**src/common/axil_pkg.sv**
```systemverilog
package axil_pkg;

	localparam int axil_addr_w = 4;  // only the register offset is decoded
	localparam int axil_data_w = 32;

	typedef enum logic [1:0] {
		OKAY   = 2'b00,
		SLVERR = 2'b10
	} axil_resp_e;

	typedef struct packed {
		logic                   awvalid;
		logic [axil_addr_w-1:0] awaddr;
		logic                   wvalid;
		logic [axil_data_w-1:0] wdata;
		logic [3:0]             wstrb;
		logic                   bready;
		logic                   arvalid;
		logic [axil_addr_w-1:0] araddr;
		logic                   rready;
	} axil_req_t;

	typedef struct packed {
		logic                   awready;
		logic                   wready;
		logic                   bvalid;
		axil_resp_e             bresp;
		logic                   arready;
		logic                   rvalid;
		logic [axil_data_w-1:0] rdata;
		axil_resp_e             rresp;
	} axil_rsp_t;

endpackage

```
**src/common/lcd_pkg.sv**
```systemverilog
package lcd_pkg;

	localparam int lcd_fifo_depth = 8;  // default number of queued display items
	localparam int lcd_lvl_w      = 4;  // level field must be able to hold the full depth
	localparam int lcd_div_w      = 8;  // width of the serial clock divider
	localparam int lcd_cmd_bits   = 8;  // bits shifted out for a command
	localparam int lcd_data_bits  = 16; // bits shifted out for a pixel

	// register offsets on the host bus
	localparam logic [3:0] reg_ctrl   = 4'h0;
	localparam logic [3:0] reg_status = 4'h4;
	localparam logic [3:0] reg_cmd    = 4'h8;
	localparam logic [3:0] reg_pixel  = 4'hc;

	// field positions inside the CTRL word
	localparam int ctrl_en_bit  = 0;
	localparam int ctrl_div_lsb = 8;

	typedef enum logic {
		LCD_CMD  = 1'b0, // sent with dc low
		LCD_DATA = 1'b1  // sent with dc high
	} lcd_kind_e;

	typedef struct packed {
		lcd_kind_e   kind;
		logic [15:0] value; // a command only uses the low byte
	} lcd_item_t;

	typedef struct packed {
		logic                 en;
		logic [lcd_div_w-1:0] div; // each sck half period is div+1 clocks
	} lcd_ctrl_t;

	typedef struct packed {
		logic cs;
		logic dc;
		logic sck;
		logic mosi;
	} lcd_pins_t;

endpackage

```
**src/design/lcd_regs.sv**
```systemverilog
`timescale 1ns/10ps

module lcd_regs import axil_pkg::*, lcd_pkg::*; (
	input  logic                 clk_sys,
	input  logic                 lcd_cs,
	input  axil_req_t            req,
	output axil_rsp_t            rsp,
	output logic                 push,
	output lcd_item_t            push_item,
	input  logic                 full,
	input  logic [lcd_lvl_w-1:0] level,
	input  logic                 busy,
	output lcd_ctrl_t            ctrl
);

	logic                   live;      // goes high one cycle after reset is released
	logic                   bvalid;
	logic                   rvalid;
	axil_resp_e             bresp;
	axil_resp_e             rresp;
	logic [axil_data_w-1:0] rdata;
	logic                   wr_queue;  // write targets CMD or PIXEL
	logic                   wr_mapped; // write targets a writable register
	logic                   wr_ready;
	logic                   wr_go;
	logic                   rd_ready;
	logic                   rd_go;
	logic [axil_data_w-1:0] ctrl_word;
	logic [axil_data_w-1:0] status_word;

	assign wr_queue  = (req.awaddr == reg_cmd) || (req.awaddr == reg_pixel);
	assign wr_mapped = wr_queue || (req.awaddr == reg_ctrl);
	assign wr_ready  = live && !bvalid && !(wr_queue && full); // stall queue writes while full
	assign wr_go     = req.awvalid && req.wvalid && wr_ready;
	assign rd_ready  = live && !rvalid;
	assign rd_go     = req.arvalid && rd_ready;

	assign ctrl_word   = (axil_data_w'(ctrl.div) << ctrl_div_lsb) | axil_data_w'(ctrl.en);
	assign status_word = {{(axil_data_w - lcd_lvl_w - 2){1'b0}}, full, busy, level};

	assign push = wr_go && wr_queue; // the level follows one cycle later

	always_comb begin
		if (req.awaddr == reg_pixel) begin
			push_item.kind  = LCD_DATA;
			push_item.value = req.wdata[15:0];
		end else begin
			push_item.kind  = LCD_CMD;
			push_item.value = {8'h00, req.wdata[7:0]}; // upper byte of a command stays zero
		end
	end

	always_ff @(posedge clk_sys or posedge lcd_cs) begin
		if (lcd_cs) begin
			live   <= 1'b0;
			bvalid <= 1'b0;
			rvalid <= 1'b0;
			ctrl   <= '0;
		end else begin
			live <= 1'b1;
			if (wr_go)
				bvalid <= 1'b1;
			else if (req.bready)
				bvalid <= 1'b0; // response holds until the host takes it
			if (rd_go)
				rvalid <= 1'b1;
			else if (req.rready)
				rvalid <= 1'b0;
			if (wr_go && (req.awaddr == reg_ctrl)) begin
				ctrl.en  <= req.wdata[ctrl_en_bit];
				ctrl.div <= req.wdata[ctrl_div_lsb +: lcd_div_w];
			end
		end
	end

	always_ff @(posedge clk_sys) begin
		if (wr_go)
			bresp <= wr_mapped ? OKAY : SLVERR; // STATUS and holes reject writes
		if (rd_go) begin
			rresp <= OKAY;
			case (req.araddr)
				reg_ctrl:   rdata <= ctrl_word;
				reg_status: rdata <= status_word;
				reg_cmd,
				reg_pixel:  rdata <= '0; // write only, reads back as zero
				default: begin
					rdata <= '0;
					rresp <= SLVERR;
				end
			endcase
		end
	end

	always_comb begin
		rsp.awready = wr_ready;
		rsp.wready  = wr_ready; // address and data are always taken together
		rsp.bvalid  = bvalid;
		rsp.bresp   = bresp;
		rsp.arready = rd_ready;
		rsp.rvalid  = rvalid;
		rsp.rdata   = rdata;
		rsp.rresp   = rresp;
	end

endmodule

```
**src/design/lcd_spi_top.sv**
```systemverilog
`timescale 1ns/10ps

module lcd_spi_top import axil_pkg::*, lcd_pkg::*; (
	input  logic      clk_sys,
	input  logic      lcd_cs,
	input  axil_req_t req,
	output axil_rsp_t rsp,
	output logic      disp_cs,
	output logic      disp_dc,
	output logic      disp_sck,
	output logic      disp_mosi
);

	logic                 push;
	lcd_item_t            push_item;
	logic                 pop;
	lcd_item_t            pop_item;
	logic                 empty;
	logic                 full;
	logic [lcd_lvl_w-1:0] level;
	logic                 busy;
	lcd_ctrl_t            ctrl;
	lcd_pins_t            pins;

	lcd_regs regs0 (
		.clk_sys   (clk_sys),
		.lcd_cs    (lcd_cs),
		.req       (req),
		.rsp       (rsp),
		.push      (push),
		.push_item (push_item),
		.full      (full),
		.level     (level),
		.busy      (busy),
		.ctrl      (ctrl)
	);

	lcd_item_fifo #(
		.depth (lcd_fifo_depth)
	) fifo0 (
		.clk_sys   (clk_sys),
		.lcd_cs    (lcd_cs),
		.push      (push),
		.push_item (push_item),
		.pop       (pop),
		.pop_item  (pop_item),
		.empty     (empty),
		.full      (full),
		.level     (level)
	);

	lcd_spi_serializer ser0 (
		.clk_sys  (clk_sys),
		.lcd_cs   (lcd_cs),
		.ctrl     (ctrl),
		.empty    (empty),
		.pop_item (pop_item),
		.pop      (pop),
		.busy     (busy),
		.pins     (pins)
	);

	assign disp_cs   = pins.cs;
	assign disp_dc   = pins.dc;
	assign disp_sck  = pins.sck;
	assign disp_mosi = pins.mosi;

endmodule

```
**src/lcd_spi/lcd_item_fifo.sv**
```systemverilog
`timescale 1ns/10ps

module lcd_item_fifo import lcd_pkg::*; #(
	parameter int depth = lcd_fifo_depth
) (
	input  logic                 clk_sys,
	input  logic                 lcd_cs,
	input  logic                 push,
	input  lcd_item_t            push_item,
	input  logic                 pop,
	output lcd_item_t            pop_item,
	output logic                 empty,
	output logic                 full,
	output logic [lcd_lvl_w-1:0] level
);

	localparam int ptr_w = (depth > 1) ? $clog2(depth) : 1;

	lcd_item_t        mem [depth];
	logic [ptr_w-1:0] wr_ptr;
	logic [ptr_w-1:0] rd_ptr;
	logic             do_push;
	logic             do_pop;

	// pointers wrap explicitly so any depth works, not only powers of two
	function automatic logic [ptr_w-1:0] ptr_next(input logic [ptr_w-1:0] p);
		return (p == ptr_w'(depth - 1)) ? '0 : p + 1'b1;
	endfunction

	assign do_push  = push && !full; // a push into a full queue is dropped
	assign do_pop   = pop && !empty;
	assign empty    = (level == '0);
	assign full     = (level == lcd_lvl_w'(depth));
	assign pop_item = mem[rd_ptr]; // head is visible without a read cycle

	always_ff @(posedge clk_sys) begin
		if (do_push)
			mem[wr_ptr] <= push_item;
	end

	always_ff @(posedge clk_sys or posedge lcd_cs) begin
		if (lcd_cs) begin
			wr_ptr <= '0;
			rd_ptr <= '0;
			level  <= '0;
		end else begin
			if (do_push)
				wr_ptr <= ptr_next(wr_ptr);
			if (do_pop)
				rd_ptr <= ptr_next(rd_ptr);
			if (do_push && !do_pop)
				level <= level + 1'b1;
			else if (do_pop && !do_push)
				level <= level - 1'b1; // simultaneous push and pop leave the level alone
		end
	end

endmodule

```
**src/lcd_spi/lcd_spi_serializer.sv**
```systemverilog
`timescale 1ns/10ps

module lcd_spi_serializer import lcd_pkg::*; (
	input  logic      clk_sys,
	input  logic      lcd_cs,
	input  lcd_ctrl_t ctrl,
	input  logic      empty,
	input  lcd_item_t pop_item,
	output logic      pop,
	output logic      busy,
	output lcd_pins_t pins
);

	typedef enum logic [2:0] {
		IDLE,
		LOAD,     // chip select low, first bit on mosi
		SHIFT_LO,
		SHIFT_HI,
		END       // high phase of the last bit
	} state_e;

	state_e               state;
	logic [lcd_div_w-1:0] div_cnt;
	logic [3:0]           bit_cnt;   // bits still to send after the current one
	logic [15:0]          shift;     // current bit sits in bit 15
	logic                 half_done;
	logic [15:0]          load_word;
	logic [3:0]           load_bits;

	assign half_done = (div_cnt >= ctrl.div); // also recovers if div shrinks mid-item
	assign pop       = ctrl.en && !empty && ((state == IDLE) || ((state == END) && half_done));
	assign busy      = pop || (state != IDLE);

	always_comb begin
		if (pop_item.kind == LCD_DATA) begin
			load_word = pop_item.value;
			load_bits = 4'(lcd_data_bits - 1);
		end else begin
			load_word = {pop_item.value[7:0], 8'h00}; // left align so the MSB leaves first
			load_bits = 4'(lcd_cmd_bits - 1);
		end
	end

	always_ff @(posedge clk_sys) begin
		if (pop)
			shift <= load_word;
		else if ((state == SHIFT_HI) && half_done)
			shift <= {shift[14:0], 1'b0};
	end

	always_ff @(posedge clk_sys or posedge lcd_cs) begin
		if (lcd_cs) begin
			state     <= IDLE;
			div_cnt   <= '0;
			bit_cnt   <= '0;
			pins.cs   <= 1'b1;
			pins.dc   <= 1'b0;
			pins.sck  <= 1'b0;
			pins.mosi <= 1'b0;
		end else begin
			case (state)
				IDLE: begin
					div_cnt <= '0;
					if (pop) begin
						bit_cnt   <= load_bits;
						pins.cs   <= 1'b0;
						pins.dc   <= (pop_item.kind == LCD_DATA);
						pins.mosi <= load_word[15];
						state     <= LOAD;
					end
				end
				LOAD: state <= SHIFT_LO;
				SHIFT_LO: begin
					if (half_done) begin
						div_cnt  <= '0;
						pins.sck <= 1'b1; // display samples mosi on this edge
						state    <= (bit_cnt == '0) ? END : SHIFT_HI;
					end else begin
						div_cnt <= div_cnt + 1'b1;
					end
				end
				SHIFT_HI: begin
					if (half_done) begin
						div_cnt   <= '0;
						pins.sck  <= 1'b0;
						pins.mosi <= shift[14]; // next bit goes out with the falling edge
						bit_cnt   <= bit_cnt - 1'b1;
						state     <= SHIFT_LO;
					end else begin
						div_cnt <= div_cnt + 1'b1;
					end
				end
				END: begin
					if (half_done) begin
						div_cnt  <= '0;
						pins.sck <= 1'b0;
						if (pop) begin
							// back to back item, chip select stays low
							bit_cnt   <= load_bits;
							pins.dc   <= (pop_item.kind == LCD_DATA);
							pins.mosi <= load_word[15];
							state     <= SHIFT_LO;
						end else begin
							pins.cs   <= 1'b1;
							pins.mosi <= 1'b0;
							state     <= IDLE;
						end
					end else begin
						div_cnt <= div_cnt + 1'b1;
					end
				end
				default: state <= IDLE;
			endcase
		end
	end

endmodule

```
**config.mk**
```make
export PLATFORM = sky130hd
export DESIGN_NAME = lcd_spi_top
export DESIGN_NICKNAME = d
export VERILOG_FILES = /design/src/common/axil_pkg.sv /design/src/common/lcd_pkg.sv /design/src/design/lcd_regs.sv /design/src/design/lcd_spi_top.sv /design/src/lcd_spi/lcd_item_fifo.sv /design/src/lcd_spi/lcd_spi_serializer.sv
export SDC_FILE = /design/constraint.sdc
export NUM_CORES = 1
export LEC_CHECK = 0
export BUFFER_PORTS_ARGS = -buffer_cell sky130_fd_sc_hd__buf_2
export CORE_MARGIN = 2
export CORE_UTILIZATION = 60
export DETAILED_ROUTE_END_ITERATION = 12
export PLACE_DENSITY_LB_ADDON = 0.1
export SETUP_SLACK_MARGIN = 0.02
export SKIP_LAST_GASP = 1
export SLEW_MARGIN = 20
export SYNTH_ARGS = -nofsm -noshare
export SYNTH_HDL_FRONTEND = slang
export SYNTH_SLANG_ARGS = --single-unit
```
**constraint.sdc**
```tcl
create_clock -name clk_sys -period 4.3 [get_ports clk_sys]
set_input_delay 0.43 -clock clk_sys [delete_from_list [all_inputs] [get_ports clk_sys]]
set_output_delay 0.43 -clock clk_sys [all_outputs]
set_load 0.005 [all_outputs]
```
==> results.ini, run 1 <==
[cells_and_area]
multi_input_area_um2 = 2650
layout.area.seq_um2 = 6040
area_delta_synth_final_pct = 12.2
layout-drive-gt1-share_pct = 25.1
fill_cells = 969
final_util_pct = 69.3
fin_cells = 841
antenna-diode-count = 0
nets = 711

[clock_tree]
post_cts.resized_instances = 0
clock_tree.buffer_depth = 3
holdBufCountCts = 0
number_of_h_tree_levels = 1
worstSkewPairLatency_ps = 500
worst_setup_hold_path_clk_slew_ps = 60
cts_post_setup_buffers_inserted = 0
cts_root_buf = sky130_fd_sc_hd__clkbuf_16
number_of_cts_inserted_buffers = 22
clock_tree_from_tritoncts = done
numClockSinks = 208

[detailed_routing]
antenna_left = 0
routed_via_density = 5.92
drt_iter0_drc = 469
drt_wl_total_mm = 17.1
drcViolationCount = 0
drtPass1Iterations = 5
via_total_after_detailed_routing = 4980
post_drt_wl_per_cell_um = 20.4

[synthesis]
ys_ff_latch = 208
ys_async_sr_fraction_pct = 19.7
yosys_warnings = 0
syn-instance-count = 573
post_synth_instance_area_um2 = 9010
ys_types = 57
area_share_of_the_largest_cell_type_after_synthesis_pct = 55.7
postSynth.topFlopCell = sky130_fd_sc_hd__edfxtp_1
post_synth_main_area_contributors = sky130_fd_sc_hd__edfxtp_1, sky130_fd_sc_hd__dfrtp_1, sky130_fd_sc_hd__mux4_2
synth-edff-count = 167
synthDominantAreaCellType = sky130_fd_sc_hd__edfxtp_1
sequential_share_of_the_synthesized_area_pct = 67.1
synth_area_per_cell_um2 = 15.7

[timing]
finClkSkew_ps = 13.9
slew_violations = 0
worst_slew_margin_rel_pct = 42.3
timing.final.hold_violations = 0
max_freq_ghz = 0.299
tns_ps = 0
holdWs_ps = 58.0
timing_worst_slew_pin_value_ps = 863
unrepaired_setup_endpoints_after_global_routing = no
post-route-period-util_pct = 77.9
finalSetupViolations = 0
final_period_minus_worst_setup_slack_ps = 3350

[global_routing]
maximum_number_of_pins_on_one_net_before_global_route_repair = 42
grt_antenna_before_repair = 0
grt_pass1_vias = 5193
top_usage_layer = met2
grt.met2_usage_pct = 35.5
grtUsageTotal_pct = 22.2
globalRouteOverflowTotal = 0
wire_length_of_the_first_global_routing_pass_mm = 27.6
grt_met1_usage_pct = 32.6
globalRouteMet3Util_pct = 3.33

[floorplan]
pin_count = 96
fp.dieW_um = 127
die_y_um = 127
placeableCoreArea_um2 = 14600
starting_density_of_the_core_pct = 61.8
placementRows = 44
area_of_the_die_um2 = 16000

[place]
final_weighted_congestion_of_routability_driven_global_placement = 0.812
portBuffers = 55
place_hpwl_mm = 11.1
place_inst = 802

[power_and_ir_drop]
pwr_density_cell_nw_per_um2 = 544
max_vdd_drop_mv = 0.351
power.total_w = 0.00550
cellLeakagePower_nw = 3.75

[run]
max_cap_violations = 0

[worst_setup_path]
timing.setup.critical_path_class = reg2reg
critical_path_peak_fanout = 9
crit-reg2reg-capture = fifo0.level[3]$_DFFE_PP0P_
rrSetupSlack_ps = 950
critPathRequiredTime_ps = 4680
kind_of_end_point_of_the_critical_path = flop
worstSetupStartpointType = flop
rr_worst_depth = 14
worst-endpoint-arrival_ps = 3730
rr_startpoint = ser0.div_cnt[2]$_DFFE_PP0P_
startpoint_of_the_most_critical_setup_path = ser0.div_cnt[2]$_DFFE_PP0P_

[outcome]
outcome = finished, final reports clean

[min_path]
min-delay-path-class = in2async

## cell usage in the layout (no fill, tap or decap), types with 3 or more instances in the layout
master                      count
sky130_fd_sc_hd__conb_1        21
sky130_fd_sc_hd__nor3_2         3
sky130_fd_sc_hd__clkbuf_1       6
sky130_fd_sc_hd__o21ai_0        8
sky130_fd_sc_hd__mux2_1         4
sky130_fd_sc_hd__o21ai_1       12
sky130_fd_sc_hd__and3_1         8
sky130_fd_sc_hd__clkinv_2       3
sky130_fd_sc_hd__nand2b_1      10
sky130_fd_sc_hd__inv_1         18
sky130_fd_sc_hd__a22o_1         5
sky130_fd_sc_hd__a211oi_1       7
sky130_fd_sc_hd__clkinv_1       5
sky130_fd_sc_hd__and2_1        10
sky130_fd_sc_hd__xnor2_1        4
sky130_fd_sc_hd__a21o_1         4
sky130_fd_sc_hd__buf_4         21
sky130_fd_sc_hd__o31a_1         3
sky130_fd_sc_hd__mux4_2        34
sky130_fd_sc_hd__a21oi_1       20
sky130_fd_sc_hd__nor2b_1        9
sky130_fd_sc_hd__nand4_1        3
sky130_fd_sc_hd__inv_2          3
sky130_fd_sc_hd__nor3_1         6
sky130_fd_sc_hd__nand3_1        6
sky130_fd_sc_hd__buf_2         55
sky130_fd_sc_hd__o22ai_1        3
sky130_fd_sc_hd__nor3b_1        3
sky130_fd_sc_hd__edfxtp_1     167
sky130_fd_sc_hd__clkbuf_16     23
sky130_fd_sc_hd__mux2_2        13
sky130_fd_sc_hd__nand2_1       24
sky130_fd_sc_hd__nor2_1        25
sky130_fd_sc_hd__dfrtp_1       39
sky130_fd_sc_hd__o31ai_1        8
sky130_fd_sc_hd__nor4_1         7
sky130_fd_sc_hd__mux2i_1       11
sky130_fd_sc_hd__ha_1          17
## worst max path at each step
stage | to | slack [ps] | cells after the start
finish | fifo0.level[3]$_DFFE_PP0P_ | 950 | 14
global route | fifo0.level[3]$_DFFE_PP0P_ | 760 | 14
CTS | fifo0.level[3]$_DFFE_PP0P_ | 930 | 15
detailed placement | fifo0.level[3]$_DFFE_PP0P_ | 960 | 14
global placement | fifo0.level[3]$_DFFE_PP0P_ | 1020 | 14
floorplan | fifo0.level[3]$_DFFE_PP0P_ | 1340 | 14
## through the flow
stage,setup WS (ps),instance area (um^2)
global placement,1020,9430
finish,950,10100
detailed placement,965,9430
floorplan,1340,9080
global route,764,10100
CTS,934,10100
## layout make-up
cell class	count	share of cell area, %
multi-input cells	312	26.2
inverters	22	0.817
well taps	184	2.28
repair buffers	76	4.28
clock inverters	9	0.569
flip-flops and latches	208	59.8
clock buffers	30	6.05
## where the power goes
group          switching (W)  total [W]  internal [W]
Clock               0.000737    0.00174       0.00100
Sequential          0.000175    0.00246       0.00229
Combinational       0.000655    0.00129      0.000637
## registers in the layout, indices dropped and copies added, names as in the netlist
name          cells
ser0.pins         4
regs0.rresp       1
regs0.bvalid      1
ser0.state        3
regs0.ctrl        9
regs0.live        1
fifo0.rd_ptr      3
fifo0.mem       136
ser0.bit_cnt      4
ser0.shift       15
regs0.bresp       1
regs0.rdata      14
regs0.rvalid      1
fifo0.level       4
fifo0.wr_ptr      3
ser0.div_cnt      8
## synth_stat cells (4+ instances only)
cell type and n:
sky130_fd_sc_hd__a211oi_1 7, sky130_fd_sc_hd__a21o_1 4, sky130_fd_sc_hd__a21oi_1 20, sky130_fd_sc_hd__a22o_1 5, sky130_fd_sc_hd__and2_1 10, sky130_fd_sc_hd__and3_1 8, sky130_fd_sc_hd__buf_2 9, sky130_fd_sc_hd__buf_4 27
sky130_fd_sc_hd__clkbuf_1 10, sky130_fd_sc_hd__dfrtp_1 40, sky130_fd_sc_hd__edfxtp_1 167, sky130_fd_sc_hd__ha_1 17, sky130_fd_sc_hd__inv_1 19, sky130_fd_sc_hd__mux2_1 4, sky130_fd_sc_hd__mux2_2 13, sky130_fd_sc_hd__mux2i_1 11
sky130_fd_sc_hd__mux4_2 34, sky130_fd_sc_hd__nand2_1 24, sky130_fd_sc_hd__nand2b_1 10, sky130_fd_sc_hd__nand3_1 6, sky130_fd_sc_hd__nor2_1 25, sky130_fd_sc_hd__nor2b_1 9, sky130_fd_sc_hd__nor3_1 9, sky130_fd_sc_hd__nor4_1 7
sky130_fd_sc_hd__o21ai_0 8, sky130_fd_sc_hd__o21ai_1 12, sky130_fd_sc_hd__o31ai_1 8, sky130_fd_sc_hd__xnor2_1 4
## routing by layer
metal | part of all wire (%) | wire length [um]
met3 | 5.6 | 957
met2 | 48 | 8240
met4 | 1.7 | 289
met5 | 0 | 0
met1 | 45 | 7650
## logic make-up (layout without fill, tap and decap cells)
| logic type | count (synthesis) | count (layout) | share of synthesized area (%) |
|---|---|---|---|
| simple gates | 121 | 121 | 7.07 |
| buf+inv | 72 | 137 | 4.50 |
| other cells | 2 | 21 | 0.0833 |
| compound gates | 83 | 83 | 6.04 |
| xor+xnor | 6 | 6 | 0.583 |
| mux | 63 | 63 | 12.1 |
| fa+ha+maj | 18 | 18 | 2.58 |
| flops | 208 | 208 | 67.1 |
## critical path, cell delays in order, from the launching register on
cell and delay [ps]:
sky130_fd_sc_hd__dfrtp_1 430, sky130_fd_sc_hd__ha_1 320, sky130_fd_sc_hd__and3_1 190, sky130_fd_sc_hd__o21ai_1 140
sky130_fd_sc_hd__a31oi_2 210, sky130_fd_sc_hd__o311a_1 410, sky130_fd_sc_hd__inv_2 220, sky130_fd_sc_hd__ha_1 240
sky130_fd_sc_hd__inv_1 100, sky130_fd_sc_hd__ha_1 300, sky130_fd_sc_hd__a21o_1 180, sky130_fd_sc_hd__a21oi_1 170
sky130_fd_sc_hd__xnor2_1 130, sky130_fd_sc_hd__nor2_1 60, sky130_fd_sc_hd__xor2_1 140
No activity file was read; power rests on OpenSTA's default activity.
==> run 2: changes to the inputs <==
Settings changed: CORE_UTILIZATION 60 to 53.
Clock period 4.3 ns to 2.8 ns, I/O delays scaled along.
==> results.ini, run 2 (synthesis results as in run 1) <==
[clock_tree]
clock_tree.buffer_depth = 3
number_of_cts_inserted_buffers = 22
worstSkewPairLatency_ps = 500
clock_tree_from_tritoncts = done
cts_root_buf = sky130_fd_sc_hd__clkbuf_16
numClockSinks = 208
worst_setup_hold_path_clk_slew_ps = 60
number_of_h_tree_levels = 1

[cells_and_area]
most_frequent_cells_in_the_layout = sky130_fd_sc_hd__edfxtp_1, sky130_fd_sc_hd__buf_2, sky130_fd_sc_hd__buf_4
area_delta_synth_final_pct = 16.2
largest_register_ffs = 136
layout-drive-gt1-share_pct = 29.2
final_common_cell = sky130_fd_sc_hd__edfxtp_1
top_register = fifo0.mem
finish.instance_area_um2 = 10500
antenna-diode-count = 0
fill_cells = 1240
fin_cells = 906
nets = 740
largest_registers = fifo0.mem x136, ser0.shift x15, regs0.rdata x14

[detailed_routing]
via_total_after_detailed_routing = 4941
drt_wl_total_mm = 17.4
post_drt_wl_per_cell_um = 19.2
drtPass1Iterations = 4
antenna_left = 0
drt_iter0_drc = 379
drcViolationCount = 0
routed_via_density = 5.45

[timing]
timing_worst_slew_pin_value_ps = 914
final_period_minus_worst_setup_slack_ps = 2780
timing.final.hold_violations = 0
holdWs_ps = 22.3
slew_violations = 0
post-route-period-util_pct = 99.2
max_freq_ghz = 0.360
worst_slew_margin_rel_pct = 39.0
finalSetupViolations = 0
finClkSkew_ps = 8.96
unrepaired_setup_endpoints_after_global_routing = yes

[outcome]
outcome = finished, final reports clean

[worst_setup_path]
worstSetupStartpointType = flop
worst-endpoint-arrival_ps = 3160
rrSetupSlack_ps = 20
critical_path_peak_fanout = 3
timing.critical_path.slowest_stage_cell = sky130_fd_sc_hd__fa_1
kind_of_end_point_of_the_critical_path = flop
path_common_cell = sky130_fd_sc_hd__ha_4
timing.critical_path.cells = ha_4, nor2b_1, o211ai_1, a31oi_4, o311a_1, inv_2, ha_4, inv_4, buf_4, fa_1, mux2_2
critPathRequiredTime_ps = 3180
timing.setup.critical_path_class = reg2reg
crit_path_max_incr_delay_ps = 420

[run]
max_cap_violations = 0

[floorplan]
placementRows = 47
pin_count = 96
die_y_um = 134
area_of_the_die_um2 = 18100
placeableCoreArea_um2 = 16600
fp.dieW_um = 134
starting_density_of_the_core_pct = 54.3

[place]
place_hpwl_mm = 11.6
postPlaceCellArea_um2 = 9690
portBuffers = 55
final_weighted_congestion_of_routability_driven_global_placement = 0.786
place_inst = 860

[min_path]
min-delay-path-class = in2reg

[global_routing]
globalRouteOverflowTotal = 0
grtUsageTotal_pct = 20.0
wire_length_of_the_first_global_routing_pass_mm = 27.5
maximum_number_of_pins_on_one_net_before_global_route_repair = 42
grt_pass1_vias = 4979
grt_antenna_before_repair = 0

[power_and_ir_drop]
cellLeakagePower_nw = 3.90
pwr_density_cell_nw_per_um2 = 832
max_vdd_drop_mv = 0.564

## run 2: changes by cell type in the layout (fill, tap and decap cells not counted), sizes merged
cell | before | now
bufinv | 0 | 1
clkinv | 9 | 3
buf | 76 | 102
clkbuf | 30 | 32
dlygate4sd3 | 0 | 3
clkinvlp | 0 | 3
## run 2: layout make-up
cell class / count / area (um^2) / share of cell area [%]
Multi-Input combinational cell: 312 / 2700 / 25.8
Tap cell: 220 / 275 / 2.63
Inverter: 22 / 85.1 / 0.813
Clock inverter: 7 / 90.1 / 0.860
Timing Repair Buffer: 105 / 671 / 6.40
Clock buffer: 32 / 608 / 5.81
Sequential cell: 208 / 6040 / 57.7
## run 2: path summary, 6_finish.rpt
kind,start,depth (start not counted),end
worst max-delay path,ser0.div_cnt[1]$_DFFE_PP0P_,11,fifo0.level[1]$_DFFE_PP0P_
worst min-delay path,req[26],3,regs0.ctrl[7]$_DFFE_PP0P_
worst max register to register,ser0.div_cnt[1]$_DFFE_PP0P_,11,fifo0.level[1]$_DFFE_PP0P_
worst min register to register,ser0.pins[3]$_DFFE_PP1P_,2,ser0.pins[3]$_DFFE_PP1P_
max in group asynchronous,lcd_cs,3,fifo0.rd_ptr[0]$_DFFE_PP0P_
min in group asynchronous,lcd_cs,3,regs0.ctrl[7]$_DFFE_PP0P_
## run 2: layer usage
metal	part of all wire [%]	GRT usage [%]
met5	0	0
met4	1.4	4.39
met2	49	32.1
met1	45	29.6
met3	4.7	2.95
## run 2: power breakdown
| group | internal [W] | leakage, nW | switching [W] |
|---|---|---|---|
| sequential | 0.00352 | 2.03 | 0.000257 |
| clock | 0.00162 | 0.327 | 0.00114 |
| combinational | 0.00112 | 1.54 | 0.00106 |
| total | 0.00625 | 3.90 | 0.00246 |
## run 2: what timing repair did
action,in CTS,in global routing
pin swaps,8,7
endpoints found under the hold margin,12,0
resized for setup,4,1
hold buffers,3,0
buffers inserted,4,0
endpoints found under the setup margin,2,3
## run 2: critical path: cells and delay by family (launching register included)
kind	cells	cell delay, ps
adders and majority gates	3	830
muxes	1	260
and+or+nand+nor	1	120
buffers and inverters	3	280
AOI/OAI and AO/OA	3	750
DFF	1	410
## run 2: through the flow
stage | setup slack (ps) | total power, W | setup TNS, ps | utilization (%)
after floorplan | -40.8 | 0.00542 | -733 | -
after global placement | -21.3 | 0.00595 | -21.3 | 58.4
after detailed placement | -86.5 | 0.00600 | -86.5 | 58.4
after CTS | -3.10 | 0.00880 | -3.10 | 63.1
after global routing | -93.3 | 0.00918 | -193 | 63.1
final | 23.3 | 0.00871 | 0 | 63.1
==> run 3: changes to the inputs <==
Settings changed: BUFFER_PORTS_ARGS -buffer_cell sky130_fd_sc_hd__buf_2 to -buffer_cell sky130_fd_sc_hd__buf_4.
==> results.ini, run 3 (synthesis results as in run 1) <==
[detailed_routing]
antenna_left = 0
via_total_after_detailed_routing = 5082
drt_wl_total_mm = 17.9
drcViolationCount = 0
post_drt_wl_per_cell_um = 19.8
drt_iter0_drc = 437
drtPass1Iterations = 4
routed_via_density = 5.63

[floorplan]
pin_count = 96
starting_density_of_the_core_pct = 54.3
placeableCoreArea_um2 = 16600
placementRows = 47
area_of_the_die_um2 = 18100
die_y_um = 134
fp.dieW_um = 134

[cells_and_area]
fill_cells = 1239
largest_registers = fifo0.mem x136, ser0.shift x15, regs0.rdata x14
most_frequent_cells_in_the_layout = sky130_fd_sc_hd__edfxtp_1, sky130_fd_sc_hd__buf_4, sky130_fd_sc_hd__dfrtp_1
top_register = fifo0.mem
layout.area.seq_um2 = 6040
final_common_cell = sky130_fd_sc_hd__edfxtp_1
nets = 736
largest_register_ffs = 136
layout-drive-gt1-share_pct = 29.7
area_delta_synth_final_pct = 17.7
multi_input_area_um2 = 2720
fin_cells = 903
antenna-diode-count = 0

[global_routing]
wire_length_of_the_first_global_routing_pass_mm = 28.1
grt_pass1_vias = 5112
maximum_number_of_pins_on_one_net_before_global_route_repair = 42
grtUsageTotal_pct = 20.4
grt_antenna_before_repair = 0
globalRouteOverflowTotal = 0

[power_and_ir_drop]
max_vdd_drop_mv = 0.626
power.share.combinational_pct = 25.7
p_clk_share_pct = 32.0
power_switching_w = 0.00247
power.internal_w = 0.00634
power_switching_share_pct = 28.0
pwr_density_cell_nw_per_um2 = 831
seq_power_share_pct = 42.3
cellLeakagePower_nw = 3.96

[place]
portBuffers = 55
placement.setup.worst_slack_ps = -72.3
place_inst = 857
place_hpwl_mm = 11.6
final_weighted_congestion_of_routability_driven_global_placement = 0.807

[worst_setup_path]
startpoint_of_the_most_critical_setup_path = regs0.ctrl[1]$_DFFE_PP0P_
worst-endpoint-arrival_ps = 3180
worstSetupStartpointType = flop
crit-reg2reg-capture = fifo0.level[1]$_DFFE_PP0P_
critPathRequiredTime_ps = 3170
buf_inv_on_cp = 4
critical_path_peak_fanout = 3
rr_worst_depth = 12
kind_of_end_point_of_the_critical_path = flop
timing.critical_path.cells = inv_2, ha_4, nor2b_4, o211ai_1, a31oi_4, o311a_1, inv_2, ha_4, inv_4, buf_4, fa_1, mux2_4
worst_setup_path_endpoint = fifo0.level[1]$_DFFE_PP0P_
critical_path_cell_count = 12
timing.critical_path.slowest_stage_cell = sky130_fd_sc_hd__fa_1
crit_family = adder cells
timing.setup.critical_path_class = reg2reg
rr_startpoint = regs0.ctrl[1]$_DFFE_PP0P_
rrSetupSlack_ps = -10
crit_path_max_incr_delay_ps = 470

[clock_tree]
numClockSinks = 208
number_of_cts_inserted_buffers = 22
worstSkewPairLatency_ps = 490
clock_tree.buffer_depth = 3
clock_tree_from_tritoncts = done
cts_root_buf = sky130_fd_sc_hd__clkbuf_16
number_of_h_tree_levels = 1
worst_setup_hold_path_clk_slew_ps = 60

[timing]
unrepaired_setup_endpoints_after_global_routing = yes
postLayoutSetupSlackWorst_ps = -9.87
slew_violations = 0
max_freq_ghz = 0.356
worst_slew_margin_rel_pct = 40.3
tns_ps = -9.87
timing_worst_slew_pin_value_ps = 895
post-route-period-util_pct = 100
finalSetupViolations = 1
holdWs_ps = -22.7
timing.final.hold_violations = 16
finClkSkew_ps = 7.26
final_period_minus_worst_setup_slack_ps = 2810

[min_path]
min-delay-path-class = in2async

[outcome]
violations = hold timing, setup timing
outcome = finished, violations left

[run]
max_cap_violations = 0

==> run 3: power by group through the flow <==
stage	Sequential [W]	Clock (W)	Combinational, W
global placement	0.00377	0	0.00216
finish	0.00373	0.00282	0.00227
global route	0.00375	0.00300	0.00250
CTS	0.00372	0.00287	0.00224
floorplan	0.00371	0	0.00170
detailed placement	0.00378	0	0.00222
==> run 3: worst reg2reg max path, stage by stage (launching register included) <==
cell and delay [ps]:
sky130_fd_sc_hd__dfrtp_1 370, sky130_fd_sc_hd__inv_2 80, sky130_fd_sc_hd__ha_4 200, sky130_fd_sc_hd__nor2b_4 120, sky130_fd_sc_hd__o211ai_1 270, sky130_fd_sc_hd__a31oi_4 130
sky130_fd_sc_hd__o311a_1 330, sky130_fd_sc_hd__inv_2 120, sky130_fd_sc_hd__ha_4 160, sky130_fd_sc_hd__inv_4 50, sky130_fd_sc_hd__buf_4 130, sky130_fd_sc_hd__fa_1 470
sky130_fd_sc_hd__mux2_4 280
==> run 3: how the worst min path moves through the flow <==
stage / startpoint / to / slack [ps] / depth (start not counted)
3_5_place_dp: req[6] / regs0.bvalid$_DFFE_PP0P_ / 480 / 2
5_1_grt: req[13] / fifo0.mem[3][2]$_DFFE_PP_ / 7 / 1
6_report: lcd_cs / regs0.ctrl[6]$_DFFE_PP0P_ / -20 / 2
4_1_cts: req[13] / fifo0.mem[3][2]$_DFFE_PP_ / 2 / 1
2_1_floorplan: req[11] / fifo0.mem[0][0]$_DFFE_PP_ / 380 / 0
3_3_place_gp: req[6] / regs0.bvalid$_DFFE_PP0P_ / 470 / 2
==> run 3: per-layer routing <==
metal  wire (um)  global-route usage (%)  vias up
met1        8050                    29.8     2585
li1            -                       -     2348
met2        8730                    33.0      127
met5           0                       0        -
met4         264                    4.21        0
met3         812                    3.48       22
==> run 3: cell type report <==
class	count	area share, %
clock inverter	11	1.00
timing repair buffer	101	7.29
inverter	22	0.802
multi-input combinational	312	25.7
clock buffer	29	5.64
tap	220	2.60
sequential	208	57.0
==> run 3: timing repair <==
action                                  CTS  global route
setup buffers                             2             3
endpoints found under the hold margin     1             0
gates cloned                              0             0
hold buffers                              1             0
pin swaps                                 8            11
resized for setup                         2             9
endpoints found under the setup margin    2             3
==> run 3: metrics by stage <==
step / total power [W] / area (um^2) / util [%]
6_report: 0.00881 / 10600 / 63.9
2_1_floorplan: 0.00542 / 9120 / -
5_1_grt: 0.00926 / 10600 / 63.9
3_3_place_gp: 0.00593 / 9800 / 59.1
4_1_cts: 0.00884 / 10500 / 63.6
3_5_place_dp: 0.00601 / 9800 / 59.1
